## config.mk

```make
export PLATFORM = sky130hd
export DESIGN_NAME = lsu
export DESIGN_NICKNAME = d
export VERILOG_FILES = /design/src/logic/lsu_pkg.sv /design/src/logic/lsu.sv
export SDC_FILE = /design/constraint.sdc
export NUM_CORES = 1
export LEC_CHECK = 0
export BUFFER_PORTS_ARGS = -buffer_cell sky130_fd_sc_hd__buf_2
export CAP_MARGIN = 20
export CORE_AREA = 2 2 130 132
export DETAILED_ROUTE_END_ITERATION = 12
export DIE_AREA = 0 0 132 134
export SYNTH_ARGS = -nofsm -noshare
export SYNTH_HDL_FRONTEND = slang
export SYNTH_SLANG_ARGS = --single-unit
```

## constraint.sdc

```tcl
create_clock -name clk -period 3.1 [get_ports clk]
set_clock_uncertainty 0.1 [all_clocks]
set_input_delay 0.155 -clock clk [delete_from_list [all_inputs] [get_ports clk]]
set_output_delay 0.155 -clock clk [all_outputs]
set_load 0.005 [all_outputs]
```

## src/logic/lsu_pkg.sv

```systemverilog
package lsu_pkg;

    typedef logic [31:0] addr_t;
    typedef logic [31:0] word_t;
    typedef logic [3:0]  strb_t;
    typedef logic [1:0]  resp_t;

    typedef enum logic [1:0] {OP_NONE, OP_LOAD, OP_STORE} mem_op_t;
    typedef enum logic [1:0] {SZ_BYTE, SZ_HALF, SZ_WORD} mem_size_t;
    typedef enum logic [1:0] {S_IDLE, S_ADDR, S_RESP} lsu_state_t;

    localparam logic [3:0] AXI_ID        = 4'h0;
    localparam logic [2:0] AXI_SIZE_WORD = 3'h2;
    localparam logic [1:0] BURST_FIXED   = 2'b00;
    localparam logic [1:0] BURST_INCR    = 2'b01;
    localparam resp_t      RESP_OKAY     = 2'b00;
    localparam resp_t      RESP_SLVERR   = 2'b10;

    typedef struct packed {
        mem_op_t   op;
        mem_size_t size;
        logic      sign;   // Sign-extend loads
        addr_t     addr;
        word_t     data;   // Store data, unshifted
    } mem_req_t;

    typedef struct packed {
        mem_op_t   op;
        mem_size_t size;
        logic      sign;
        addr_t     addr;
        word_t     rdata;  // Raw bus word
        logic      fault;
    } lsu_rsp_t;

    typedef struct packed {
        addr_t addr;
        word_t result;
        logic  fault;
    } wb_t;

    typedef struct packed {
        addr_t      addr;
        logic [3:0] id;
        logic [7:0] len;
        logic [2:0] size;
        logic [1:0] burst;
    } axi_aw_t;

    typedef struct packed {
        addr_t      addr;
        logic [3:0] id;
        logic [7:0] len;
        logic [2:0] size;
        logic [1:0] burst;
    } axi_ar_t;

    typedef struct packed {
        word_t data;
        strb_t strb;
        logic  last;
    } axi_w_t;

    typedef struct packed {
        resp_t      resp;
        logic [3:0] id;
    } axi_b_t;

    typedef struct packed {
        word_t      data;
        resp_t      resp;
        logic       last;
        logic [3:0] id;
    } axi_r_t;

endpackage
```

## src/logic/lsu.sv

```systemverilog
`timescale 1ns/1ps

module lsu
    import lsu_pkg::*;
#(
    parameter addr_t RAM_BASE  = 32'h8000_0000,
    parameter int    RAM_WORDS = 256
) (
    input  logic     clk,
    input  logic     rst,

    input  logic     req_valid,
    output logic     req_ready,
    input  mem_req_t req,

    output logic     rsp_valid,
    input  logic     rsp_ready,
    output lsu_rsp_t rsp,

    output axi_aw_t  aw,
    output logic     awvalid,
    input  logic     awready,
    output axi_w_t   w,
    output logic     wvalid,
    input  logic     wready,
    input  axi_b_t   b,
    input  logic     bvalid,
    output logic     bready,
    output axi_ar_t  ar,
    output logic     arvalid,
    input  logic     arready,
    input  axi_r_t   r,
    input  logic     rvalid,
    output logic     rready
);

    localparam addr_t RAM_BYTES = addr_t'(RAM_WORDS * 4);

    lsu_state_t state;
    logic       req_fire;
    logic [1:0] offset;
    logic       misaligned;
    logic       in_window;
    strb_t      strb_base;
    logic       aw_done;
    logic       w_done;
    logic [1:0] burst;

    assign req_ready = (state == S_IDLE);
    assign req_fire  = req_valid && req_ready;
    assign offset    = req.addr[1:0];
    assign in_window = (req.addr - RAM_BASE) < RAM_BYTES;   // Wraps below base
    assign burst     = in_window ? BURST_INCR : BURST_FIXED;

    // Natural alignment only matters for bus accesses
    assign misaligned = (req.op != OP_NONE) &&
                        ((req.size == SZ_HALF && offset[0]) ||
                         (req.size == SZ_WORD && offset != 2'b00));

    always_comb begin
        case (req.size)
            SZ_BYTE: strb_base = 4'b0001;
            SZ_HALF: strb_base = 4'b0011;
            SZ_WORD: strb_base = 4'b1111;
            default: strb_base = 4'b0000;
        endcase
    end

    // A channel is done once its valid is gone or is being taken
    assign aw_done = !awvalid || awready;
    assign w_done  = !wvalid || wready;

    always_ff @(posedge clk or posedge rst) begin
        if (rst) begin
            state     <= S_IDLE;
            awvalid   <= 1'b0;
            wvalid    <= 1'b0;
            arvalid   <= 1'b0;
            bready    <= 1'b0;
            rready    <= 1'b0;
            rsp_valid <= 1'b0;
        end else begin
            case (state)
                S_IDLE: begin
                    if (req_fire) begin
                        if (!misaligned && req.op == OP_LOAD) begin
                            state   <= S_ADDR;
                            arvalid <= 1'b1;
                        end else if (!misaligned && req.op == OP_STORE) begin
                            state   <= S_ADDR;
                            awvalid <= 1'b1;
                            wvalid  <= 1'b1;
                        end else begin
                            state     <= S_RESP;   // No bus access
                            rsp_valid <= 1'b1;
                        end
                    end
                end
                S_ADDR: begin
                    if (arvalid && arready) begin
                        arvalid <= 1'b0;
                        rready  <= 1'b1;
                        state   <= S_RESP;
                    end
                    if (awvalid && awready) begin
                        awvalid <= 1'b0;
                    end
                    if (wvalid && wready) begin
                        wvalid <= 1'b0;
                    end
                    if ((awvalid || wvalid) && aw_done && w_done) begin
                        bready <= 1'b1;
                        state  <= S_RESP;
                    end
                end
                S_RESP: begin
                    if (rvalid && rready) begin
                        rready    <= 1'b0;
                        rsp_valid <= 1'b1;
                    end
                    if (bvalid && bready) begin
                        bready    <= 1'b0;
                        rsp_valid <= 1'b1;
                    end
                    if (rsp_valid && rsp_ready) begin
                        rsp_valid <= 1'b0;
                        state     <= S_IDLE;
                    end
                end
                default: state <= S_IDLE;
            endcase
        end
    end

    // Request, bus payload and response record
    always_ff @(posedge clk) begin
        if (req_fire) begin
            rsp.op    <= req.op;
            rsp.size  <= req.size;
            rsp.sign  <= req.sign;
            rsp.addr  <= req.addr;
            rsp.rdata <= '0;
            rsp.fault <= misaligned;

            aw.addr  <= req.addr;
            aw.id    <= AXI_ID;
            aw.len   <= 8'd0;   // Single beat
            aw.size  <= AXI_SIZE_WORD;
            aw.burst <= burst;

            ar.addr  <= req.addr;
            ar.id    <= AXI_ID;
            ar.len   <= 8'd0;
            ar.size  <= AXI_SIZE_WORD;
            ar.burst <= burst;

            w.data <= req.data << {offset, 3'b000};
            w.strb <= strb_base << offset;
            w.last <= 1'b1;
        end
        if (rvalid && rready) begin
            rsp.rdata <= r.data;
            rsp.fault <= (r.resp != RESP_OKAY);
        end
        if (bvalid && bready) begin
            rsp.fault <= (b.resp != RESP_OKAY);
        end
    end

endmodule

```

==> metrics.txt <==
Vias 4341; Reg-to-Reg Start state[1]; Flop pwr share 39.8%; Post-DRT Antenna Nets 0; drt via density 4.44; placer congestion estimate 0.806; grt total ovfl 0; RSZ-0062 raised after global routing no; Mapped Area 0.00544 mm^2; Max FO, Critical Path 27; fraction of layout instances using a drive strength above 1 44.0%; # port buffers 292; ys flop type edfxtp_1; Mapped Cells 419; max cap viols 0; DRT iter0 DRCs 255; internal power 4310 uW; number of synthesis warnings 0; CTS Buf Count 17; clk sinks 115; pwr/cell area 745 mW/mm^2; worst skew pair latency 0.41 ns; CP max-delay cell dfrtp_1; switch share 28.3%; clock root buffer master clkbuf_16; syn_area_per_cell 13.0 um^2; Post-synth EDFFs 107; delay-heaviest family, CP buffers and inverters; initial antenna violation count 0; DRC viols 0; synthesized flop and latch total 115; layout net count 873; total global-route track usage 16.9%; Slew HR 48.6%; Area Growth Syn to Fin 48.4%; # Post-CTS Setup Buffers 0; post-layout util 49.6%; fillers 1470; final hold viol count 0; Post-synth ARST share 6.96%; LEAKAGE 0.00374 uW; Slew Viols, Final 0; register clock-pin slew on the reported worst setup and hold paths 0.05 ns; Placed Area 0.00654 mm^2; HP Start req[17]; Chip Height 134 um; Total Negative Setup Slacks 0 ns; CP peak stage delay 0.39 ns; IO Count 335; final wirelength 15200 um; CP Cell Sequence inv_1, ha_1, nand2_1, inv_2, buf_4; kind of critical path reg -> reg; setup violators final 0; CTS tree yes; outcome complete, no violations; placed wire-length estimate 10600 um; Antenna diodes 0; Worst setup startpoint state[1]; clk buf depth 2; minimum clock period 2.12 ns; vias in the first global route 4417; core area 0.0163 mm^2; row cnt 47; post-synthesis sequential area ratio 62.7%; post-route cell area 0.00808 mm^2; Worst Hold Class in -> reg; CTS H-Tree Depth 4; Data arrival, critical path 2.09 ns; clock share of power 34.3%; initial core utilization 33.4%; post-synth cell types 38; CP Data Required Time 3.07 ns; Max Clock Freq 0.471 GHz; critical path startpoint category flip-flop; switching power total 1710 uW; post-placement setup slack 1.01 ns; Comb power frac 25.9%; largest net degree at the start of global routing 41; Crit. End Element flip-flop; Max VDD drop 0.434 mV; first-pass GRT wire length 23300 um; Die Footprint 0.0177 mm^2; WL per Instance 15.6 um; Worst Tran Pin Value 0.771 ns; Pre-Repair DR Iteration Count 4; Buf/Inv on CP 3; final worst slack 0.976 ns; Die X 132 um; crit share post-route 68.5%
cell usage after synthesis, types with 8 or more instances:
library cell	number	area, um^2
a211oi_1	9	67.6
a21oi_1	12	60.1
and2_1	8	50.1
and3_1	32	200
buf_4	99	743
clkbuf_1	8	30.0
dfrtp_1	8	200
edfxtp_1	107	3210
inv_1	10	37.5
mux2i_1	21	210
nand2_1	19	71.3
nor2_1	12	45.0
nor2b_1	11	68.8
metal layers:
layer | wire [um] | global-route usage, % | up-vias | share of wire (%)
li1 | - | - | 2029 | -
met1 | 5770 | 18.1 | 2064 | 38
met2 | 7840 | 29.9 | 228 | 52
met3 | 1240 | 6.73 | 20 | 8.1
met4 | 366 | 6.58 | 0 | 2.4
met5 | 0 | 0 | - | 0
flip-flops by register name, summed over array words and instances (netlist names):
signal     cells
wvalid         1
awvalid        1
arvalid        1
w             36
rsp_valid      1
ar            33
state          2
rsp           38
bready         1
rready         1
placed cells by master, fill, tap and decap left out, drive strengths merged, types with 2 or more instances in the layout:
master,count
nor2b,11
clkinv,4
a211oi,9
nor3,2
nand4,2
o21ai,11
o22ai,2
and2,8
a31oi,5
nand3,4
buf,298
and3,32
dfrtp,8
conb,33
bufinv,4
clkbuf,23
ha,6
nor2,12
o2bb2ai,3
o211ai,2
mux2,2
a21oi,13
dlygate4sd3,91
mux2i,21
inv,12
nand2,19
edfxtp,107
nor4,4
area by class of cell:
class,count,area [um^2],share of cell area (%)
multi-input combinational,209,1290,16.0
inverter,12,45.0,0.558
tap,220,275,3.41
timing repair buffer,389,2430,30.1
clock inverter,9,155,1.92
clock buffer,23,468,5.79
sequential,115,3410,42.3
what timing repair did:
action / in CTS / in global routing
setup endpoints to repair: 0 / 0
resized for setup: 0 / 0
hold endpoints to repair: 100 / 1
hold buffers: 90 / 1
kinds of logic (layout without fill, tap and decap cells):
| kind of cell | count (synthesis) | count (layout) | share of synthesized area (%) |
|---|---|---|---|
| buffers and inverters | 126 | 433 | 15.7 |
| DFF | 115 | 115 | 62.7 |
| and+or+nand+nor | 99 | 99 | 9.98 |
| AOI/OAI and AO/OA | 47 | 47 | 5.59 |
| muxes | 23 | 23 | 4.35 |
| adders and majority gates | 6 | 6 | 1.38 |
| other | 2 | 33 | 0.138 |
| xor gates and xnor gates | 1 | 1 | 0.161 |
worst paths after layout:
kind	end	slack (ns)	cells after the start
setup / recovery	w[30]	0.98	5
hold / removal	w[22]	0.04	3
setup reg to reg	w[30]	0.98	5
hold reg to reg	bready	0.45	1
max in group asynchronous	state[0]	2.48	3
min in group asynchronous	rsp_valid	0.15	3
power by group through the flow:
stage | combinational [uW] | sequential (uW) | clock [uW]
floorplan | 807 | 2490 | 0
global placement | 1460 | 2410 | 0
detailed placement | 1490 | 2420 | 0
CTS | 1580 | 2400 | 2100
global route | 1720 | 2440 | 2180
finish | 1560 | 2400 | 2060
metrics by stage:
stage | hold WS [ns] | power [uW] | cells
after floorplan | -0.129 | 3300 | 450
after global placement | 0.0333 | 3870 | 854
after detailed placement | 0.0370 | 3910 | 854
after CTS | 0.00102 | 6080 | 976
after global routing | 0.0376 | 6330 | 977
final | 0.0393 | 6020 | 977
tightest hold or removal path: stages:
cell and delay, ns:
buf_2 0.08, mux2i_1 0.08, o21ai_1 0.12
Note: power is estimated with default switching activity, not from simulation.
