$ cat config.mk
export PLATFORM = sky130hd
export DESIGN_NAME = load_align
export DESIGN_NICKNAME = d
export VERILOG_FILES = /design/src/logic/lsu_pkg.sv /design/src/logic/load_align.sv
export SDC_FILE = /design/constraint.sdc
export NUM_CORES = 1
export LEC_CHECK = 0
export ABC_AREA = 1
export BUFFER_PORTS_ARGS = -buffer_cell sky130_fd_sc_hd__buf_2
export CAP_MARGIN = 20
export CORE_MARGIN = 2
export CORE_UTILIZATION = 40
export DETAILED_ROUTE_END_ITERATION = 8
export PLACE_DENSITY = 0.82
export SETUP_SLACK_MARGIN = 0.2
export SYNTH_ARGS = -nofsm -noshare
export SYNTH_HDL_FRONTEND = slang
export SYNTH_SLANG_ARGS = --single-unit
$ cat constraint.sdc
create_clock -name clk -period 7.6 [get_ports clk]
set_input_delay 0.38 -clock clk [delete_from_list [all_inputs] [get_ports clk]]
set_output_delay 0.38 -clock clk [all_outputs]
set_load 0.02 [all_outputs]
$ cat src/logic/lsu_pkg.sv
package lsu_pkg;

    typedef logic [31:0] addr_t;
    typedef logic [31:0] word_t;
    typedef logic [3:0]  strb_t;
    typedef logic [1:0]  resp_t;

    typedef enum logic [1:0] {OP_NONE, OP_LOAD, OP_STORE} mem_op_t;
    typedef enum logic [1:0] {SZ_BYTE, SZ_HALF, SZ_WORD} mem_size_t;
    typedef enum logic [1:0] {S_IDLE, S_ADDR, S_RESP} lsu_state_t;

    localparam logic [3:0] AXI_ID        = 4'h0;
    localparam logic [2:0] AXI_SIZE_WORD = 3'h2;
    localparam logic [1:0] BURST_FIXED   = 2'b00;
    localparam logic [1:0] BURST_INCR    = 2'b01;
    localparam resp_t      RESP_OKAY     = 2'b00;
    localparam resp_t      RESP_SLVERR   = 2'b10;

    typedef struct packed {
        mem_op_t   op;
        mem_size_t size;
        logic      sign;   // Sign-extend loads
        addr_t     addr;
        word_t     data;   // Store data, unshifted
    } mem_req_t;

    typedef struct packed {
        mem_op_t   op;
        mem_size_t size;
        logic      sign;
        addr_t     addr;
        word_t     rdata;  // Raw bus word
        logic      fault;
    } lsu_rsp_t;

    typedef struct packed {
        addr_t addr;
        word_t result;
        logic  fault;
    } wb_t;

    typedef struct packed {
        addr_t      addr;
        logic [3:0] id;
        logic [7:0] len;
        logic [2:0] size;
        logic [1:0] burst;
    } axi_aw_t;

    typedef struct packed {
        addr_t      addr;
        logic [3:0] id;
        logic [7:0] len;
        logic [2:0] size;
        logic [1:0] burst;
    } axi_ar_t;

    typedef struct packed {
        word_t data;
        strb_t strb;
        logic  last;
    } axi_w_t;

    typedef struct packed {
        resp_t      resp;
        logic [3:0] id;
    } axi_b_t;

    typedef struct packed {
        word_t      data;
        resp_t      resp;
        logic       last;
        logic [3:0] id;
    } axi_r_t;

endpackage
$ cat src/logic/load_align.sv
`timescale 1ns/1ps

module load_align
    import lsu_pkg::*;
(
    input  logic     clk,
    input  logic     rst,
    input  logic     in_valid,
    output logic     in_ready,
    input  lsu_rsp_t in_rsp,
    output logic     out_valid,
    input  logic     out_ready,
    output wb_t      out_wb
);

    wb_t   wb_next;
    word_t shifted;

    assign in_ready = !out_valid || out_ready;
    assign shifted  = in_rsp.rdata >> {in_rsp.addr[1:0], 3'b000};   // Lane to bit 0

    always_comb begin
        wb_next.addr   = in_rsp.addr;
        wb_next.fault  = in_rsp.fault;
        wb_next.result = '0;
        case (in_rsp.op)
            OP_LOAD: begin
                if (!in_rsp.fault) begin
                    case (in_rsp.size)
                        SZ_BYTE: wb_next.result = in_rsp.sign ?
                                                  {{24{shifted[7]}}, shifted[7:0]} :
                                                  {24'b0, shifted[7:0]};
                        SZ_HALF: wb_next.result = in_rsp.sign ?
                                                  {{16{shifted[15]}}, shifted[15:0]} :
                                                  {16'b0, shifted[15:0]};
                        default: wb_next.result = in_rsp.rdata;
                    endcase
                end
            end
            OP_NONE: wb_next.result = in_rsp.addr;
            default: wb_next.result = '0;   // Stores return nothing
        endcase
    end

    always_ff @(posedge clk or posedge rst) begin
        if (rst) begin
            out_valid <= 1'b0;
        end else if (in_valid && in_ready) begin
            out_valid <= 1'b1;
        end else if (out_ready) begin
            out_valid <= 1'b0;
        end
    end

    always_ff @(posedge clk) begin
        if (in_valid && in_ready) begin
            out_wb <= wb_next;
        end
    end

endmodule

==> impl_metrics.py, run 1 <==
metrics = {
    "routing": {
        "dr.pass1.iters": 4,
        "routed_wl_um": 8266,
        "dr_total_vias": 2834,
        "drc": 0,
        "wl_met1_um": 3521,
        "wire_per_inst_um": 14.23,
        "ant_nets": 0,
        "wl_met2_um": 3944,
        "top_layer_used": "met4",
        "via_per_inst": 4.878,
        "drtIter0Drc": 216,
        "wl_met3_um": 633,
    },
    "synthesis": {
        "async_flop_share_pct": 1.515,
        "ys_warn_count": 0,
        "synth.distinct_cells": 21,
        "ys_seq_area_share_pct": 63.10,
        "syn-num-nets": 407,
        "synth_seq_cells": 66,
        "syn_area_um2": 3133,
        "syn-instance-count": 333,
        "avgSynthCellArea_um2": 9.408,
        "synthFlopType": "edfxtp_1",
        "synth_edf_count": 65,
    },
    "power_and_ir_drop": {
        "p_leak_nw": 1.973,
        "powerDensity_nw_per_um2": 196.8,
        "vdd_drop_max_uv": 92.83,
    },
    "timing": {
        "min_period_over_period_pct": 23.02,
        "fin_skew_ns": 0.004589,
        "hold_ws_ns": 0.2332,
        "tightest_slew_ns": 0.8141,
        "fin_ws_ns": 5.851,
        "finalSetupViolations": 0,
        "fmax_mhz": 571.7,
        "finalHoldViolCount": 0,
        "slew_violations": 0,
        "rsz0062_at_grt": "false",
        "fin_crit_ns": 1.749,
        "slew_headroom_pct": 45.73,
        "fin_tns_setup_ns": 0,
    },
    "grt": {
        "grt_start_max_net_pins": 66,
        "grt_pass1_wl_um": 12860,
        "grt_pass1_vias": 2763,
        "antenna_found_initial": 0,
        "track_usage_pct": 19.51,
        "grt-ovfl-total": 0,
    },
    "floorplanning": {
        "placementRows": 32,
        "dieWidth_um": 92.50,
        "core-area_um2": 7647,
        "die_h_um": 92.50,
        "start_util_pct": 40.97,
        "die_area_um2": 8556,
        "io_pins": 141,
    },
    "clock_network": {
        "ctsHtreeMaxLevel": 3,
        "clock_sinks": 66,
        "cts.path.max_buffers": 2,
        "postCtsHoldBufs": 1,
        "cts_tree": "done",
        "cts.clk_slew.worst_paths_ns": 0.07,
        "cts_resized": 0,
        "cts_buffers": 9,
        "clk_latency_ns": 0.33,
        "cts_root_buf": "clkbuf_8",
        "postCtsSetupBuffers": 0,
    },
    "place": {
        "gp_congestion": 0.9191,
        "hpwl_um": 6102,
        "port_buffers": 140,
        "pre_cts_slack_ns": 5.552,
    },
    "run": {
        "maxCapViolCount": 0,
    },
    "critical_path": {
        "crit_path_end_kind": "register",
        "worstPathCellList": "buf_2 > inv_2 > nand2_1 > nand3_1 > nand3_4 > nand2_1 > inv_2 > nand2_4 > nand2_1 > nand2_1",
        "critPathLaunchType": "input pin",
        "crit_path_max_fanout": 24,
        "critical_path_depth": 10,
        "cpPeakStageDelay_ns": 0.36,
        "ff2ff_path_depth": 2,
        "cpMaxStageDelayCell": "buf_2",
        "crit_type": "in -> reg",
        "crit_buf_inv": 3,
        "path_delay_family": "simple AND/OR/NAND/NOR gates",
        "worstPathArrival_ns": 1.84,
        "timing.critical_path.mode_cell": "nand2_1",
        "critPathRequiredTime_ns": 7.69,
    },
    "layout": {
        "multi_input_area_um2": 969.7,
        "area_growth_pct": 30.39,
        "nets": 548,
        "antennaDiodeCount": 0,
        "register_area_um2": 1977,
        "drive_gt1_share_pct": 34.03,
        "nFillCells": 729,
    },
    "outcome": {
        "status": "finished clean",
    },
    "worst_hold_path": {
        "holdPathStages": 1,
        "hold_class": "in -> reg",
    },
}
-- routing by layer --
| layer | global-route usage, % | vias to the layer above |
|---|---|---|
| met1 | 24.83 | 1287 |
| li1 | - | 1398 |
| met4 | 7.711 | 0 |
| met5 | 0 | - |
| met3 | 5.777 | 14 |
| met2 | 31.39 | 135 |
-- registers in the layout, indices dropped and copies added (netlist names) --
signal / count
out_valid: 1
out_wb: 65
-- synthesized netlist by cell type (2+ instances only) --
master | instances | area [um^2]
clkbuf_1 | 5 | 18.77
inv_2 | 3 | 11.26
o21ai_1 | 3 | 15.01
edfxtp_1 | 65 | 1952
nor3_1 | 5 | 25.02
o22ai_1 | 4 | 25.02
nand3_1 | 18 | 90.09
nor2_1 | 14 | 52.55
a21oi_1 | 23 | 115.1
inv_1 | 32 | 120.1
nand2_1 | 124 | 465.5
buf_2 | 4 | 20.02
buf_4 | 2 | 15.01
o21ai_0 | 24 | 120.1
-- power breakdown --
group	switching, mW	internal [mW]	total, mW	leakage [nW]
combinational	0.0906	0.0437	0.134	1.25
clock	0.123	0.116	0.238	0.0816
sequential	0.00501	0.426	0.431	0.641
-- path summary, 6_finish.rpt --
path                       slack, ns    endpoint        from
max                             5.85  out_wb[26]  in_rsp[33]
min                             0.23  out_wb[37]  in_rsp[37]
max reg2reg                     5.99  out_wb[15]   out_valid
min reg2reg                     0.59   out_valid   out_valid
max in group asynchronous       7.08   out_valid         rst
min in group asynchronous       0.43   out_valid         rst
-- placed cells by master (no fill, tap or decap) --
master           n
a21oi_4          1
nand2_1        124
nor2_2           1
nor3_1           5
buf_4            2
inv_2            3
o22ai_1          4
nand3_2          1
o21ai_0         24
clkbuf_8         9
clkinv_2         3
edfxtp_1        65
buf_2          140
nand3_4          1
clkinv_1         1
nand3_1         18
o21ai_2          1
o21ai_1          3
nand2_4          1
clkbuf_1         3
dlygate4sd3_1    1
nor2_1          13
a21oi_1         22
dfrtp_1          1
inv_1           32
-- per-stage QoR --
step / instances / cell area [um^2] / total power [mW] / utilization (%)
finish: 581 / 4085 / 0.8039 / 53.42
global route: 581 / 4085 / 0.8410 / 53.42
CTS: 581 / 4085 / 0.8136 / 53.42
detailed placement: 564 / 3921 / 0.5727 / 51.28
global placement: 564 / 3921 / 0.5690 / 51.28
floorplan: 333 / 3133 / 0.5197 / -
-- cell type report --
| type | count | area share (%) |
|---|---|---|
| clock buffer | 12 | 3.308 |
| clock inverter | 4 | 0.4594 |
| inverter | 35 | 3.216 |
| multi-input combinational | 219 | 23.74 |
| sequential | 66 | 48.39 |
| tap | 102 | 3.124 |
| timing repair buffer | 143 | 17.76 |
-- cells by family (layout without fill, tap and decap cells) --
logic type / Yosys count / after routing / share of synthesized area, %
flip-flops: 66 / 66 / 63.10
AND/OR/NAND/NOR: 164 / 164 / 21.45
buffers and inverters: 48 / 194 / 6.390
AO/OA/AOI/OAI: 55 / 55 / 9.065
(Power assumes the default switching activity.)
==> run 2: changes to the inputs <==
--- a/config.mk
+++ b/config.mk
@@ -11,7 +11,7 @@
 export CORE_MARGIN = 2
 export CORE_UTILIZATION = 40
 export DETAILED_ROUTE_END_ITERATION = 8
-export PLACE_DENSITY = 0.82
+export PLACE_DENSITY = 0.84
 export SETUP_SLACK_MARGIN = 0.2
 export SYNTH_ARGS = -nofsm -noshare
 export SYNTH_HDL_FRONTEND = slang
==> constraint.sdc (replaced) <==
create_clock -name clk -period 1.5 [get_ports clk]
set_input_delay 0.075 -clock clk [delete_from_list [all_inputs] [get_ports clk]]
set_output_delay 0.075 -clock clk [all_outputs]
set_load 0.02 [all_outputs]
==> run 2 against run 1 <==
Against the previous run: cell area rose by 12%; critical path depth fell by 8; clock power rose to 5.9 times the previous value; sequential power rose to 5.1 times the previous value; combinational power rose to 5.9 times the previous value; global-route usage rose by 1.7 points; critical path type is now reg -> reg; largest cell class unchanged; largest power group unchanged.
==> impl_metrics.py, run 2 (synthesis results as in run 1) <==
metrics = {
    "outcome": {
        "status": "finished clean",
    },
    "layout": {
        "nFillCells": 669,
        "largest_reg_flops": 65,
        "area_growth_pct": 45.45,
        "multi_input_area_um2": 969.7,
        "final_cell_mix": "139 x buf_2, 124 x nand2_1, 65 x edfxtp_1",
        "drive_gt1_share_pct": 34.42,
        "final_common_cell": "buf_2",
        "stdcell_count": 626,
        "register_area_um2": 1978,
        "nets": 592,
        "post-route-util_pct": 59.59,
        "top_register": "out_wb",
        "top_regs": "out_wb: 65 flops, out_valid: 1 flops",
    },
    "power_and_ir_drop": {
        "vdd_drop_max_uv": 569.3,
        "clockPowerShare_pct": 32.1,
        "p_int_mw": 3.210,
        "total_power_mw": 4.378,
        "combPwrFrac_pct": 18.0,
        "powerDensity_nw_per_um2": 960.8,
        "switchingPower_mw": 1.168,
        "seq_power_share_pct": 49.9,
        "p_leak_nw": 2.191,
        "p_sw_share_pct": 26.68,
    },
    "critical_path": {
        "worstPathArrival_ns": 1.22,
        "crit_type": "reg -> reg",
        "cpPeakStageDelay_ns": 0.43,
        "cpMaxStageDelayCell": "dfrtp_2",
        "crit_path_end_kind": "register",
        "critPathRequiredTime_ns": 1.53,
        "path_delay_family": "flip-flops",
        "crit_path_max_fanout": 35,
        "critPathLaunchType": "register",
        "worstPathCellList": "a21oi_4 > buf_12",
        "crit_buf_inv": 1,
    },
    "floorplanning": {
        "die_area_um2": 8556,
        "io_pins": 141,
        "dieWidth_um": 92.50,
        "core-area_um2": 7647,
        "die_h_um": 92.50,
        "placementRows": 32,
        "start_util_pct": 40.97,
    },
    "timing": {
        "rsz0062_at_grt": "false",
        "fin_skew_ns": 0.007898,
        "slew_headroom_pct": 68.16,
        "fin_crit_ns": 1.194,
        "tightest_slew_ns": 0.4770,
        "slew_violations": 0,
        "finalSetupViolations": 0,
        "min_period_over_period_pct": 79.61,
        "finalHoldViolCount": 0,
        "fin_ws_ns": 0.3059,
        "hold_ws_ns": 0.04088,
        "fmax_mhz": 837.4,
    },
    "clock_network": {
        "cts_buffers": 9,
        "cts.path.max_buffers": 2,
        "cts_root_buf": "clkbuf_8",
        "cts.clk_slew.worst_paths_ns": 0.06,
        "clk_latency_ns": 0.34,
        "ctsHtreeMaxLevel": 3,
        "cts_tree": "done",
        "clock_sinks": 66,
    },
    "routing": {
        "drc": 0,
        "drtIter0Drc": 373,
        "via_per_inst": 4.895,
        "dr.pass1.iters": 8,
        "ant_nets": 0,
        "routed_wl_um": 9030,
        "wire_per_inst_um": 14.42,
        "dr_total_vias": 3064,
    },
    "place": {
        "hpwl_um": 6470,
        "placedCellCount": 572,
        "gp_congestion": 0.8928,
        "port_buffers": 140,
        "pre_cts_slack_ns": -0.09760,
    },
    "grt": {
        "met3_usage_pct": 5.696,
        "grt_pass1_wl_um": 14030,
        "antenna_found_initial": 0,
        "grt_busiest_layer": "met2",
        "grt_start_max_net_pins": 36,
        "grt-ovfl-total": 0,
        "grt_pass1_vias": 3048,
        "use_met2_pct": 36.19,
        "use_met1_pct": 25.52,
        "track_usage_pct": 21.24,
    },
    "worst_hold_path": {
        "hold_class": "in -> reg",
    },
    "run": {
        "maxCapViolCount": 0,
    },
}
-- run 2: cell types whose count changed in the layout (fill, tap and decap cells not counted), sizes merged --
cell         before  now
dlygate4sd3       1   33
buf             142  153
clkbuf           12   10
clkinv            4    6
bufinv            0    1
diode             0    1
-- run 2: layout make-up --
class / instances / area share, %
antenna: 1 / 0.05491
clock buffer: 9 / 2.718
clock inverter: 7 / 1.318
inverter: 35 / 2.883
multi-input combinational: 219 / 21.28
sequential: 66 / 43.41
tap: 102 / 2.801
timing repair buffer: 187 / 25.54
-- run 2: worst register-to-register path: stages (launching register included) --
cell,delay (ns)
dfrtp_2,0.43
a21oi_4,0.20
buf_12,0.24
-- run 2: per-layer routing --
layer | wire length [um] | part of all wire [%]
met4 | 200 | 2.2
met2 | 4407 | 49
met5 | 0 | 0
met1 | 3586 | 40
met3 | 835 | 9.2
-- run 2: through the flow --
stage,cell area [um^2],setup TNS (ns)
floorplan,3146,-33.33
global placement,4008,0
detailed placement,4008,-1.311
CTS,4522,0
global route,4554,0
finish,4557,0
-- run 2: final timing paths --
check | start | end | slack [ns] | depth (start not counted)
min in group asynchronous | rst | out_valid | 0.12 | 3
setup / recovery | out_valid | out_wb[9] | 0.31 | 2
max in group asynchronous | rst | out_valid | 1.28 | 3
hold reg to reg | out_valid | out_valid | 0.56 | 2
hold / removal | out_ready | out_valid | 0.04 | 4
setup reg to reg | out_valid | out_wb[9] | 0.31 | 2
-- run 2: power groups by stage --
stage | Clock (mW) | Sequential, mW | Combinational (mW)
after global placement | 0 | 2.22 | 0.694
after floorplan | 0 | 2.37 | 0.262
after detailed placement | 0 | 2.22 | 0.709
final | 1.41 | 2.18 | 0.789
after global routing | 1.51 | 2.19 | 0.860
after CTS | 1.43 | 2.18 | 0.777
-- run 2: what timing repair did --
| action | 4_1_cts | 5_1_grt |
|---|---|---|
| setup buffers | 0 | 4 |
| resized for setup | 0 | 1 |
| hold buffers | 33 | 0 |
| hold endpoints to repair | 33 | 0 |
| endpoints found under the setup margin | 0 | 16 |
