===== config.mk =====
export PLATFORM = sky130hd
export DESIGN_NAME = lsu_req_queue
export DESIGN_NICKNAME = d
export VERILOG_FILES = /design/src/logic/lsu_pkg.sv /design/src/logic/lsu_req_queue.sv
export SDC_FILE = /design/constraint.sdc
export NUM_CORES = 1
export LEC_CHECK = 0
export ABC_AREA = 0
export BUFFER_PORTS_ARGS = -buffer_cell sky130_fd_sc_hd__buf_4
export CAP_MARGIN = 40
export CORE_MARGIN = 1
export CORE_UTILIZATION = 56
export CTS_BUF_LIST = sky130_fd_sc_hd__clkbuf_16
export CTS_CLUSTER_SIZE = 40
export DETAILED_ROUTE_END_ITERATION = 6
export MAX_ROUTING_LAYER = met4
export PLACE_DENSITY = 0.84
export SYNTH_ARGS = -nofsm -noshare
export SYNTH_HDL_FRONTEND = slang
export SYNTH_SLANG_ARGS = --single-unit

===== constraint.sdc =====
create_clock -name clk -period 6.14 [get_ports clk]
set_clock_uncertainty 0.15 [all_clocks]
set_input_delay 1.228 -clock clk [delete_from_list [all_inputs] [get_ports clk]]
set_output_delay 1.228 -clock clk [all_outputs]
set_load 0.005 [all_outputs]

===== src/logic/lsu_pkg.sv =====
package lsu_pkg;

    typedef logic [31:0] addr_t;
    typedef logic [31:0] word_t;
    typedef logic [3:0]  strb_t;
    typedef logic [1:0]  resp_t;

    typedef enum logic [1:0] {OP_NONE, OP_LOAD, OP_STORE} mem_op_t;
    typedef enum logic [1:0] {SZ_BYTE, SZ_HALF, SZ_WORD} mem_size_t;
    typedef enum logic [1:0] {S_IDLE, S_ADDR, S_RESP} lsu_state_t;

    localparam logic [3:0] AXI_ID        = 4'h0;
    localparam logic [2:0] AXI_SIZE_WORD = 3'h2;
    localparam logic [1:0] BURST_FIXED   = 2'b00;
    localparam logic [1:0] BURST_INCR    = 2'b01;
    localparam resp_t      RESP_OKAY     = 2'b00;
    localparam resp_t      RESP_SLVERR   = 2'b10;

    typedef struct packed {
        mem_op_t   op;
        mem_size_t size;
        logic      sign;   // Sign-extend loads
        addr_t     addr;
        word_t     data;   // Store data, unshifted
    } mem_req_t;

    typedef struct packed {
        mem_op_t   op;
        mem_size_t size;
        logic      sign;
        addr_t     addr;
        word_t     rdata;  // Raw bus word
        logic      fault;
    } lsu_rsp_t;

    typedef struct packed {
        addr_t addr;
        word_t result;
        logic  fault;
    } wb_t;

    typedef struct packed {
        addr_t      addr;
        logic [3:0] id;
        logic [7:0] len;
        logic [2:0] size;
        logic [1:0] burst;
    } axi_aw_t;

    typedef struct packed {
        addr_t      addr;
        logic [3:0] id;
        logic [7:0] len;
        logic [2:0] size;
        logic [1:0] burst;
    } axi_ar_t;

    typedef struct packed {
        word_t data;
        strb_t strb;
        logic  last;
    } axi_w_t;

    typedef struct packed {
        resp_t      resp;
        logic [3:0] id;
    } axi_b_t;

    typedef struct packed {
        word_t      data;
        resp_t      resp;
        logic       last;
        logic [3:0] id;
    } axi_r_t;

endpackage

===== src/logic/lsu_req_queue.sv =====
`timescale 1ns/1ps

module lsu_req_queue
    import lsu_pkg::*;
(
    input  logic     clk,
    input  logic     rst,
    input  logic     in_valid,
    output logic     in_ready,
    input  mem_req_t in_req,
    output logic     out_valid,
    input  logic     out_ready,
    output mem_req_t out_req
);

    mem_req_t   entry [2];
    logic       rd_ptr;
    logic       wr_ptr;
    logic [1:0] count;
    logic       in_fire;
    logic       out_fire;

    assign in_ready  = (count != 2'd2);   // Full only with both entries taken
    assign out_valid = (count != 2'd0);
    assign out_req   = entry[rd_ptr];

    assign in_fire  = in_valid && in_ready;
    assign out_fire = out_valid && out_ready;

    always_ff @(posedge clk or posedge rst) begin
        if (rst) begin
            rd_ptr <= 1'b0;
            wr_ptr <= 1'b0;
            count  <= 2'd0;
        end else begin
            if (in_fire) begin
                wr_ptr <= ~wr_ptr;
            end
            if (out_fire) begin
                rd_ptr <= ~rd_ptr;
            end
            case ({in_fire, out_fire})
                2'b10:   count <= count + 2'd1;
                2'b01:   count <= count - 2'd1;
                default: count <= count;   // Both or neither
            endcase
        end
    end

    // Entry storage
    always_ff @(posedge clk) begin
        if (in_fire) begin
            entry[wr_ptr] <= in_req;
        end
    end

endmodule


==> summary.md, run 1 <==
| Metric | Value |
|---|---|
| CP top delay family | `flip-flops` |
| Power per cell area | `between 400 and 500 mW/mm^2` |
| CTS H-tree lvls | `4` |
| Period utilization | `around 62%` |
| Most area-hungry cell type in the Yosys netlist | `edfxtp_1` |
| Part of the Yosys area used for sequential elements | `around 78%` |
| YS warnings | `0` |
| Dpl hpwl | `5780 um` |
| Via Count | `2622` |
| Clock slew at reported path FFs | `60 ps` |
| Post-CTS sizing | `0` |
| DR iter-0 viols | `between 100 and 150` |
| Endpoint class of the critical path | `output port` |
| CP Max Fanout | `36` |
| CP dominant cell by count | `buf_4` |
| Total global-route track usage | `a little under a fifth` |
| Inst Count DP | `around 500` |
| Syn Nets | `307` |
| CP required | `4760 ps` |
| Final Hold Vio Count | `0` |
| Worst vdd ir | `about 0.4 mV` |
| Fmax achieved | `roughly 260 MHz` |
| Cell Area, Synth | `between 0.005 and 0.006 mm^2` |
| Vias in the first global route | `around 2600` |
| ANT nets after route | `0` |
| Largest cells by area after synthesis | `edfxtp_1 (76%), mux2_4 (19%), dfrtp_1 (1.8%)` |
| Cell Count, Final, Fillers Out | `between 500 and 600` |
| N_diodes | `0` |
| Root Buffer | `clkbuf_16` |
| Die width | `about 100 um` |
| WL per Instance | `between 15 and 20 um` |
| Crit-path cells | `buf_4 -> mux2_4 -> buf_4` |
| GRT Residual Overflow | `0` |
| Period minus WS final | `around 3800 ps` |
| Max stage delay on crit path | `roughly 860 ps` |
| Drt total wl | `around 9000 um` |
| Vias per inst | `between 4 and 5` |
| NumNets Final | `between 400 and 500` |
| DIE AREA | `roughly 0.01 mm^2` |
| RePlAce Congestion | `approximately 0.65` |
| Share of layout cells above drive strength 1 | `slightly above 60%` |
| Relative slew slack | `56.2%` |
| Max-slew violations | `0` |
| CTS Sinks | `around 140` |
| Share of the synthesized area in the top cell type | `between 70% and 80%` |
| Maximum buffer depth of the clock tree | `2` |
| Core area | `roughly 0.0094 mm^2` |
| Mean Syn Cell Area | `approximately 23 um^2` |
| Cells after Synth | `roughly 230` |
| Drt pass-1 iters | `4` |
| Worst Path Arrival | `2430 ps` |
| # port buffers | `approximately 140` |
| Post-layout util | `between 70 and 80%` |
| CTS tree | `yes` |
| Row Count | `35` |
| Type of origin of the critical path | `register` |
| P_leak | `roughly 2.9 nW` |
| Yosys reg bits | `142` |
| RSZ-0062 raised after global routing | `no` |
| WP buf/inv | `2` |
| Setup violators final | `0` |
| Worst path slowest cell | `dfrtp_4` |
| Cell variety after synth | `14` |
| Largest net degree at the start of global routing | `a little under 60` |
| HP Class | `register to register` |
| Die extent in y | `about 100 um` |
| Worst Tran Pin Value | `657 ps` |
| I/O pin cnt | `144` |
| DRC | `0` |
| Area growth from synthesis to layout | `33.1%` |
| Worst skew pair latency | `around 400 ps` |
| Cts bufs inserted | `17` |
| Initial antenna violation count | `0` |
| Initial Util | `between 50% and 60%` |
| CTS Hold Bufs | `0` |
| First-pass GRT wire length | `approximately 13000 um` |
| Total setup buffers inserted after CTS | `0` |
| Setup CP Type | `register to output port` |
| Setup TNS | `0 ps` |
| Outcome | `finished clean` |
| Maxcap violations | `0` |
[routing by layer]
layer	share of wire, %	vias to the layer above	GRT usage, %
met4	1.5	0	9.70
met2	52	102	30.3
li1	-	1240	-
met5	0	-	-
met1	41	1270	22.8
met3	5.7	10	5.20
[cells in the mapped netlist (all sizes together)]
master  number
and2         1
and3         1
buf          8
dfrtp        4
edfxtp     138
ha           1
inv          1
mux2        69
nand2        1
nand2b       1
nor2         2
or2          1
xnor2        3
xor2         2
[power by group]
part	internal (W)	switching, W
Clock	0.000604	0.000392
Combinational	0.000664	0.000390
Sequential	0.00133	0.000123
Total	0.00260	0.000905
[layout make-up]
| type | instances | area, um^2 |
|---|---|---|
| Multi-Input combinational cell | 82 | 1140 |
| Timing Repair Buffer | 147 | 1140 |
| Clock inverter | 15 | 160 |
| Tap cell | 129 | 161 |
| Sequential cell | 142 | 4250 |
| Inverter | 1 | 3.75 |
| Clock buffer | 17 | 425 |
| Fill cell | 569 | 2090 |
[worst paths after layout]
| check | start | to | slack [ps] | cells past startpoint |
|---|---|---|---|---|
| worst min register to register | count[1] | count[1] | 340 | 1 |
| worst min-delay path | count[1] | count[1] | 340 | 1 |
| worst max-delay path | rd_ptr | out_req[46] | 2330 | 3 |
| min in group asynchronous | rst | wr_ptr | 570 | 2 |
| worst max register to register | count[0] | entry[0][32] | 3720 | 5 |
| max in group asynchronous | rst | rd_ptr | 5100 | 2 |
[metrics by stage]
stage	hold WS, ps	area (um^2)	power, W	worst slack (ps)
global route	369	7280	0.00366	2210
global placement	326	6650	0.00249	2710
floorplan	306	5470	0.00210	1290
CTS	340	7280	0.00354	2290
finish	339	7280	0.00350	2330
detailed placement	327	6690	0.00253	2740
[flip-flops by register name, indices dropped and copies added (netlist names)]
| signal | cells |
|---|---|
| wr_ptr | 1 |
| count | 2 |
| entry | 138 |
| rd_ptr | 1 |
[layout by cell type (no fill, tap or decap), types with 2 or more instances in the layout]
cell type,n
buf_4,145
edfxtp_1,138
mux2_4,69
clkbuf_16,17
inv_6,4
xnor2_1,3
clkinv_4,3
dfrtp_1,3
xor2_1,2
inv_1,2
bufinv_16,2
clkinvlp_4,2
[logic make-up (layout without fill, tap and decap cells)]
group | Yosys count | in the layout | share of synthesized area (%)
xor+xnor | 5 | 5 | 0.801
fa+ha+maj | 1 | 1 | 0.229
buf+inv | 9 | 180 | 1.72
flops | 142 | 142 | 77.6
mux | 69 | 69 | 18.9
simple gates | 7 | 7 | 0.709
No activity file was read; power rests on OpenSTA's default activity.
==> inputs of run 2 (changes only) <==
--- a/config.mk
+++ b/config.mk
@@ -9,12 +9,12 @@
 export BUFFER_PORTS_ARGS = -buffer_cell sky130_fd_sc_hd__buf_4
 export CAP_MARGIN = 40
 export CORE_MARGIN = 1
-export CORE_UTILIZATION = 56
+export CORE_UTILIZATION = 52
 export CTS_BUF_LIST = sky130_fd_sc_hd__clkbuf_16
 export CTS_CLUSTER_SIZE = 40
 export DETAILED_ROUTE_END_ITERATION = 6
 export MAX_ROUTING_LAYER = met4
-export PLACE_DENSITY = 0.84
+export PLACE_DENSITY = 0.79
 export SYNTH_ARGS = -nofsm -noshare
 export SYNTH_HDL_FRONTEND = slang
 export SYNTH_SLANG_ARGS = --single-unit
==> constraint.sdc (replaced) <==
create_clock -name clk -period 3.9 [get_ports clk]
set_clock_uncertainty 0.15 [all_clocks]
set_input_delay 0.78 -clock clk [delete_from_list [all_inputs] [get_ports clk]]
set_output_delay 0.78 -clock clk [all_outputs]
set_load 0.005 [all_outputs]
==> run 2 against run 1 <==
Critical path depth is the same. Cell area increased by 1.3%. Core utilization down 5.9 points. Register-to-register slack lost 1800 ps. Non-clock buffer count unchanged. Via count increased by 1.2%. Die area is 7.5% higher. Setup slack worse by 1500 ps. Clock power up 75%. Largest power group unchanged.
==> summary.md, run 2 (synthesis gave the netlist of run 1 again) <==
| Metric | Value |
|---|---|
| Power per cell area | `775 mW/mm^2 (was 481 mW/mm^2)` |
| CTS tree | `yes (unchanged)` |
| Most frequent cells in the layout | `buf_4 (144), edfxtp_1 (138), mux2_4 (69) (was buf_4 (145), edfxtp_1 (138), mux2_4 (69))` |
| Register bank with the most flops | `entry (unchanged)` |
| Sequential Power Share | `39.9% (was 41.4%)` |
| Most common cell after layout, fill and taps aside | `buf_4 (unchanged)` |
| Clk pwr share | `30.5% (was 28.4%)` |
| DP Area | `0.00672 mm^2 (was 0.00669 mm^2)` |
| WL per Instance | `16.9 um (was 16.8 um)` |
| ANT nets after route | `0 (unchanged)` |
| Share of layout cells above drive strength 1 | `61.1% (was 61.9%)` |
| DR iter-0 viols | `121 (was 122)` |
| Internal power | `0.00434 W (was 0.00260 W)` |
| Met1 global-route usage | `21.6% (was 22.8%)` |
| GRT Residual Overflow | `0 (unchanged)` |
| Relative slew slack | `58.0% (was 56.2%)` |
| Total setup buffers inserted after CTS | `0 (unchanged)` |
| Row Count | `37 (was 35)` |
| Cell count of the worst reg-to-reg path | `5 (unchanged)` |
| Met3 usage | `7.49% (was 5.20%)` |
| DRC | `0 (unchanged)` |
| Flip-flop count of the largest register after layout | `138 (unchanged)` |
| CP required | `2970 ps (was 4760 ps)` |
| Drt total wl | `9120 um (was 8950 um)` |
| Worst Tran Pin Value | `630 ps (was 657 ps)` |
| Worst Path Arrival | `2130 ps (was 2430 ps)` |
| Setup TNS | `0 ps (unchanged)` |
| CTS H-tree lvls | `4 (unchanged)` |
| Vias in the first global route | `2702 (was 2573)` |
| DIE AREA | `0.0109 mm^2 (was 0.0102 mm^2)` |
| Total global-route track usage | `18.0% (was 19.2%)` |
| Die extent in y | `105 um (was 101 um)` |
| I/O pin cnt | `144 (unchanged)` |
| NumNets Final | `465 (unchanged)` |
| Area growth from synthesis to layout | `34.8% (was 33.1%)` |
| P_leak | `2.98 nW (was 2.95 nW)` |
| First-pass GRT wire length | `13900 um (was 13300 um)` |
| Worst skew pair latency | `400 ps (about the same)` |
| Period utilization | `between 70 and 80%` |
| Setup violators final | `0 (unchanged)` |
| Flop2flop setup slack | `1940 ps (was 3720 ps)` |
| Root Buffer | `clkbuf_16 (unchanged)` |
| Biggest regs | `entry x138, count x2 (unchanged)` |
| Largest net degree at the start of global routing | `50 (was 58)` |
| RePlAce Congestion | `0.680 (was 0.649)` |
| Max-slew violations | `0 (unchanged)` |
| CP Max Fanout | `38 (was 36)` |
| Type of origin of the critical path | `register (unchanged)` |
| Outcome | `finished clean (unchanged)` |
| Grt met2 use | `27.7% (was 30.3%)` |
| Dpl hpwl | `6080 um (was 5780 um)` |
| # port buffers | `143 (unchanged)` |
| RSZ-0062 raised after global routing | `no (unchanged)` |
| CTS Sinks | `142 (unchanged)` |
| CTS Hold Bufs | `0 (unchanged)` |
| Maxcap violations | `0 (unchanged)` |
| N_diodes | `0 (unchanged)` |
| Period minus WS final | `about 3100 ps` |
| Initial antenna violation count | `0 (unchanged)` |
| Post-CTS sizing | `0 (unchanged)` |
| Vias per inst | `4.91 (was 4.92)` |
| Critical R2R Launch | `count[0] (unchanged)` |
| Fillers | `642 (was 569)` |
| Clock slew at reported path FFs | `60 ps (about the same)` |
| Die width | `105 um (was 101 um)` |
| Net Sw Frac | `24.1% (was 25.9%)` |
| Worst Hold Margin | `120 ps (was 339 ps)` |
| Final Hold Vio Count | `0 (unchanged)` |
| Via Count | `2653 (was 2622)` |
| Fmax achieved | `327 MHz` |
| Drt pass-1 iters | `4 (unchanged)` |
| Grt peak-use layer | `met2 (unchanged)` |
| Reg2reg end | `entry[0][35] (was entry[0][32])` |
| Logic pwr share | `29.6% (was 30.1%)` |
| Final instance area | `0.00737 mm^2 (was 0.00728 mm^2)` |
| Initial Util | `53.2% (was 58.4%)` |
| Cts bufs inserted | `17 (unchanged)` |
| Core area | `0.0103 mm^2 (was 0.00937 mm^2)` |
| HP Class | `input port to asynchronous set/reset pin (was register to register)` |
| Worst vdd ir | `0.690 mV (was 0.410 mV)` |
| Setup CP Type | `register to output port (unchanged)` |
| Maximum buffer depth of the clock tree | `2 (unchanged)` |
| Endpoint class of the critical path | `output port (unchanged)` |
| Switch Pwr | `0.00138 W (was 0.000905 W)` |
## run 2: cell count changes in the layout (fill, tap and decap cells not counted), sizes merged
| cell | delta |
|---|---|
| bufinv | +4 |
| clkinv | +2 |
| inv | -6 |
## run 2: final cells by class
cell class              count  area, um^2  area share (%)
flip-flops and latches    142        4250            57.6
repair buffers            147        1160            15.7
well taps                 136         170            2.31
multi-input cells          82        1140            15.5
clock buffers              17         425            5.77
clock inverters            15         224            3.04
inverters                   1        3.75          0.0509
## run 2: worst max path at each step
stage	depth (start not counted)	slack [ps]	to	startpoint
final	3	840	out_req[11]	rd_ptr
after global routing	3	750	out_req[11]	rd_ptr
after CTS	3	810	out_req[11]	rd_ptr
after detailed placement	3	1250	out_req[30]	rd_ptr
after global placement	3	1260	out_req[62]	rd_ptr
after floorplan	2	650	entry[0][0]	in_valid
## run 2: metal layers
layer	vias up	wire length, um
met5	-	0
met4	0	74
met3	8	609
met2	100	4650
met1	1308	3790
li1	1237	-
## run 2: through the flow
stage	cells	power, W	setup WS [ps]	util (%)
finish	540	0.00571	839	71.7
CTS	540	0.00578	811	71.7
global route	540	0.00596	750	71.7
global placement	506	0.00395	1260	64.9
floorplan	233	0.00330	652	-
detailed placement	508	0.00403	1250	65.4
## run 2: power by group through the flow
stage,clock [W],combinational [W],sequential [W]
after floorplan,0,0.00110,0.00221
after global placement,0,0.00165,0.00230
after global routing,0.00185,0.00180,0.00231
after detailed placement,0,0.00171,0.00231
after CTS,0.00178,0.00172,0.00229
final,0.00174,0.00169,0.00228
## run 2: worst max-delay path, stage by stage, from the launching register on
cell and delay [ps]:
dfrtp_4 840, buf_12 370, mux2_4 340, buf_4 140
==> inputs of run 3 (changes only) <==
--- a/config.mk
+++ b/config.mk
@@ -5,7 +5,7 @@
 export SDC_FILE = /design/constraint.sdc
 export NUM_CORES = 1
 export LEC_CHECK = 0
-export ABC_AREA = 0
+export ABC_AREA = 1
 export BUFFER_PORTS_ARGS = -buffer_cell sky130_fd_sc_hd__buf_4
 export CAP_MARGIN = 40
 export CORE_MARGIN = 1
==> constraint.sdc (replaced) <==
create_clock -name clk -period 2.9 [get_ports clk]
set_clock_uncertainty 0.15 [all_clocks]
set_input_delay 0.58 -clock clk [delete_from_list [all_inputs] [get_ports clk]]
set_output_delay 0.58 -clock clk [all_outputs]
set_load 0.005 [all_outputs]
==> run 3 against run 2 <==
Via count grew 25%. Critical path depth up 1. Clock power increased by 35%. Total power up 29%. Global-route usage up 2.0 points. Non-clock buffer count up 4. Count of clock-buffer cells in the layout is the same. Combinational power grew 20%. Die area fell by 2.3%. First-iteration DRC count up 23%. Area after synthesis decreased by 2.3%. Wire length increased by 11%. Critical path type unchanged. Critical endpoint is now out_req[52].
==> summary.md, run 3 <==
| Metric | Value |
|---|---|
| Cell Count, Final, Fillers Out | `691 (was 540)` |
| Core area | `0.00986 mm^2 (was 0.0103 mm^2)` |
| Setup crit start | `rd_ptr (unchanged)` |
| Largest net degree at the start of global routing | `44 (was 50)` |
| DIE AREA | `0.0107 mm^2 (was 0.0109 mm^2)` |
| Root Buffer | `clkbuf_16 (unchanged)` |
| Drt total wl | `10100 um (was 9120 um)` |
| Cells after Synth | `391 (was 233)` |
| Dpl hpwl | `6610 um (was 6080 um)` |
| I/O pin cnt | `144 (unchanged)` |
| Initial Util | `54.2% (was 53.2%)` |
| Maximum buffer depth of the clock tree | `2 (unchanged)` |
| Slack of the critical path | `382 ps (was 839 ps)` |
| NumNets Final | `620 (was 465)` |
| Largest cells by area after synthesis | `edfxtp_1 (78%), o21ai_0 (6.0%), nand2_1 (5.7%) (was edfxtp_1 (76%), mux2_4 (19%), dfrtp_1 (1.8%))` |
| DRC | `0 (unchanged)` |
| Via Count | `3316 (was 2653)` |
| Setup CP Type | `register to output port (unchanged)` |
| Worst Path Arrival | `1790 ps (was 2130 ps)` |
| Die width | `103 um (was 105 um)` |
| Max-slew violations | `0 (unchanged)` |
| Total setup buffers inserted after CTS | `0 (unchanged)` |
| Setup violators final | `0 (unchanged)` |
| Inst Count DP | `659 (was 508)` |
| Hold path startpoint | `in_req[66]` |
| ANT nets after route | `0 (unchanged)` |
| Clock slew at reported path FFs | `60 ps (about the same)` |
| Type of origin of the critical path | `register (unchanged)` |
| Power per cell area | `1020 mW/mm^2 (was 775 mW/mm^2)` |
| Share of layout cells above drive strength 1 | `32.3% (was 61.1%)` |
| Flip-flop count of the largest register after layout | `138 (unchanged)` |
| Syn Nets | `465 (was 307)` |
| YS warnings | `0 (unchanged)` |
| Hold-critical path depth | `1` |
| Cell count of the worst reg-to-reg path | `5 (unchanged)` |
| Critical R2R Launch | `count[0] (unchanged)` |
| Cell variety after synth | `16 (was 14)` |
| First-pass GRT wire length | `14900 um (was 13900 um)` |
| Number of synthesized flops with an enable pin | `138 (unchanged)` |
| Fmax achieved | `397 MHz` |
| Met3 usage | `5.17% (was 7.49%)` |
| Share of the synthesized area in the top cell type | `77.6% (was 75.8%)` |
| Post-CTS sizing | `0 (unchanged)` |
| CP required | `2170 ps (was 2970 ps)` |
| Part of the Yosys area used for sequential elements | `79.4% (was 77.6%)` |
| Cell Area, Synth | `0.00534 mm^2 (was 0.00547 mm^2)` |
| CTS Sinks | `142 (unchanged)` |
| Relative slew slack | `66.3% (was 58.0%)` |
| WL per Instance | `14.6 um (was 16.9 um)` |
| Worst vdd ir | `0.601 mV (was 0.690 mV)` |
| Worst skew pair latency | `400 ps (about the same)` |
| Register bank with the most flops | `entry (unchanged)` |
| Final Hold Vio Count | `0 (unchanged)` |
| Grt peak-use layer | `met2 (unchanged)` |
| Met1 global-route usage | `21.1% (was 21.6%)` |
| Most common cell after layout, fill and taps aside | `buf_4 (unchanged)` |
| Vias in the first global route | `3260 (was 2702)` |
| Vias per inst | `4.80 (was 4.91)` |
| Maxcap violations | `0 (unchanged)` |
| Endpoint class of the critical path | `output port (unchanged)` |
| Area growth from synthesis to layout | `35.3% (was 34.8%)` |
| Asr flop ratio synth | `2.82% (unchanged)` |
| Yosys reg bits | `142 (unchanged)` |
| Grt met2 use | `34.3% (was 27.7%)` |
| DR iter-0 viols | `149 (was 121)` |
| Most area-hungry cell type in the Yosys netlist | `edfxtp_1 (unchanged)` |
| Flop2flop setup slack | `890 ps (was 1940 ps)` |
| Most frequent cells after synthesis | `edfxtp_1 (138), nand2_1 (81), inv_1 (77) (was edfxtp_1 (138), mux2_4 (69), buf_6 (8))` |
| CP Max Fanout | `43 (was 38)` |
| HP Class | `input port to register (was input port to asynchronous set/reset pin)` |
| P_leak | `3.08 nW (was 2.98 nW)` |
| Row Count | `36 (was 37)` |
| Biggest regs | `entry x138, count x2 (unchanged)` |
| Most frequent cells in the layout | `buf_4 (147), edfxtp_1 (138), nand2_1 (81) (was buf_4 (144), edfxtp_1 (138), mux2_4 (69))` |
| # port buffers | `143 (unchanged)` |
| Initial antenna violation count | `0 (unchanged)` |
| Worst Tran Pin Value | `505 ps (was 630 ps)` |
| Mean Syn Cell Area | `13.7 um^2 (was 23.5 um^2)` |
| Setup TNS | `0 ps (unchanged)` |
| N_diodes | `0 (unchanged)` |
| Cell with the most instances after synthesis | `edfxtp_1 (unchanged)` |
| RePlAce Congestion | `0.748 (was 0.680)` |
| Outcome | `finished clean (unchanged)` |
| RSZ-0062 raised after global routing | `no (unchanged)` |
| Die extent in y | `103 um (was 105 um)` |
| Period utilization | `about 87%` |
| Total global-route track usage | `20.0% (was 18.0%)` |
| CTS tree | `yes (unchanged)` |
| Top FF cell, synth | `edfxtp_1 (unchanged)` |
| CTS H-tree lvls | `4 (unchanged)` |
| GRT Residual Overflow | `0 (unchanged)` |
| Drt pass-1 iters | `4 (unchanged)` |
| Period minus WS final | `around 2500 ps` |
| Cts bufs inserted | `17 (unchanged)` |
| Post-layout util | `73.3% (was 71.7%)` |
| Pre-CTS setup slack | `791 ps (was 1250 ps)` |
## run 3: worst paths after layout
path                                     end
worst max-delay path             out_req[52]
worst min-delay path            entry[0][66]
worst max register to register  entry[1][52]
worst min register to register        wr_ptr
max in group asynchronous             rd_ptr
min in group asynchronous             wr_ptr
## run 3: stage by stage
stage | total power [W] | hold slack (ps) | cell area [um^2]
detailed placement | 0.00508 | 313 | 6570
finish | 0.00737 | 210 | 7230
floorplan | 0.00397 | 196 | 5350
global route | 0.00779 | 191 | 7230
CTS | 0.00745 | 193 | 7230
global placement | 0.00498 | 304 | 6570
## run 3: final cells by class
class | instances | area, um^2
flip-flops and latches | 142 | 4250
fillers | 642 | 2630
repair buffers | 151 | 1170
multi-input cells | 157 | 706
clock buffers | 17 | 425
inverters | 77 | 289
clock inverters | 14 | 223
well taps | 133 | 166
## run 3: logic make-up after synthesis
kind of cell | synth area share (%)
adders and majority gates | 0.234
AOI/OAI and AO/OA | 6.46
buffers and inverters | 7.49
and+or+nand+nor | 6.21
DFF | 79.4
xor gates and xnor gates | 0.164
## run 3: report_power, final
| group | internal [W] | total, W | switching [W] |
|---|---|---|---|
| Clock | 0.00159 | 0.00235 | 0.000761 |
| Combinational | 0.000965 | 0.00202 | 0.00106 |
| Sequential | 0.00280 | 0.00299 | 0.000190 |
| Total | 0.00536 | 0.00737 | 0.00201 |
## run 3: layer usage
| metal | vias to the layer above | routed length (um) |
|---|---|---|
| li1 | 1625 | - |
| met1 | 1570 | 3990 |
| met2 | 106 | 5470 |
| met3 | 15 | 413 |
| met4 | 0 | 218 |
| met5 | - | 0 |
## run 3: what timing repair did
| action | CTS | global route |
|---|---|---|
| endpoints found under the hold margin | 4 | 0 |
| hold buffers | 1 | 0 |
| endpoints found under the setup margin | 0 | 0 |
## run 3: critical path, stage by stage, from the launching register on
cell and delay [ps]:
dfrtp_4 680, buf_4 330, nand2_1 90, o21ai_0 120, buf_4 170
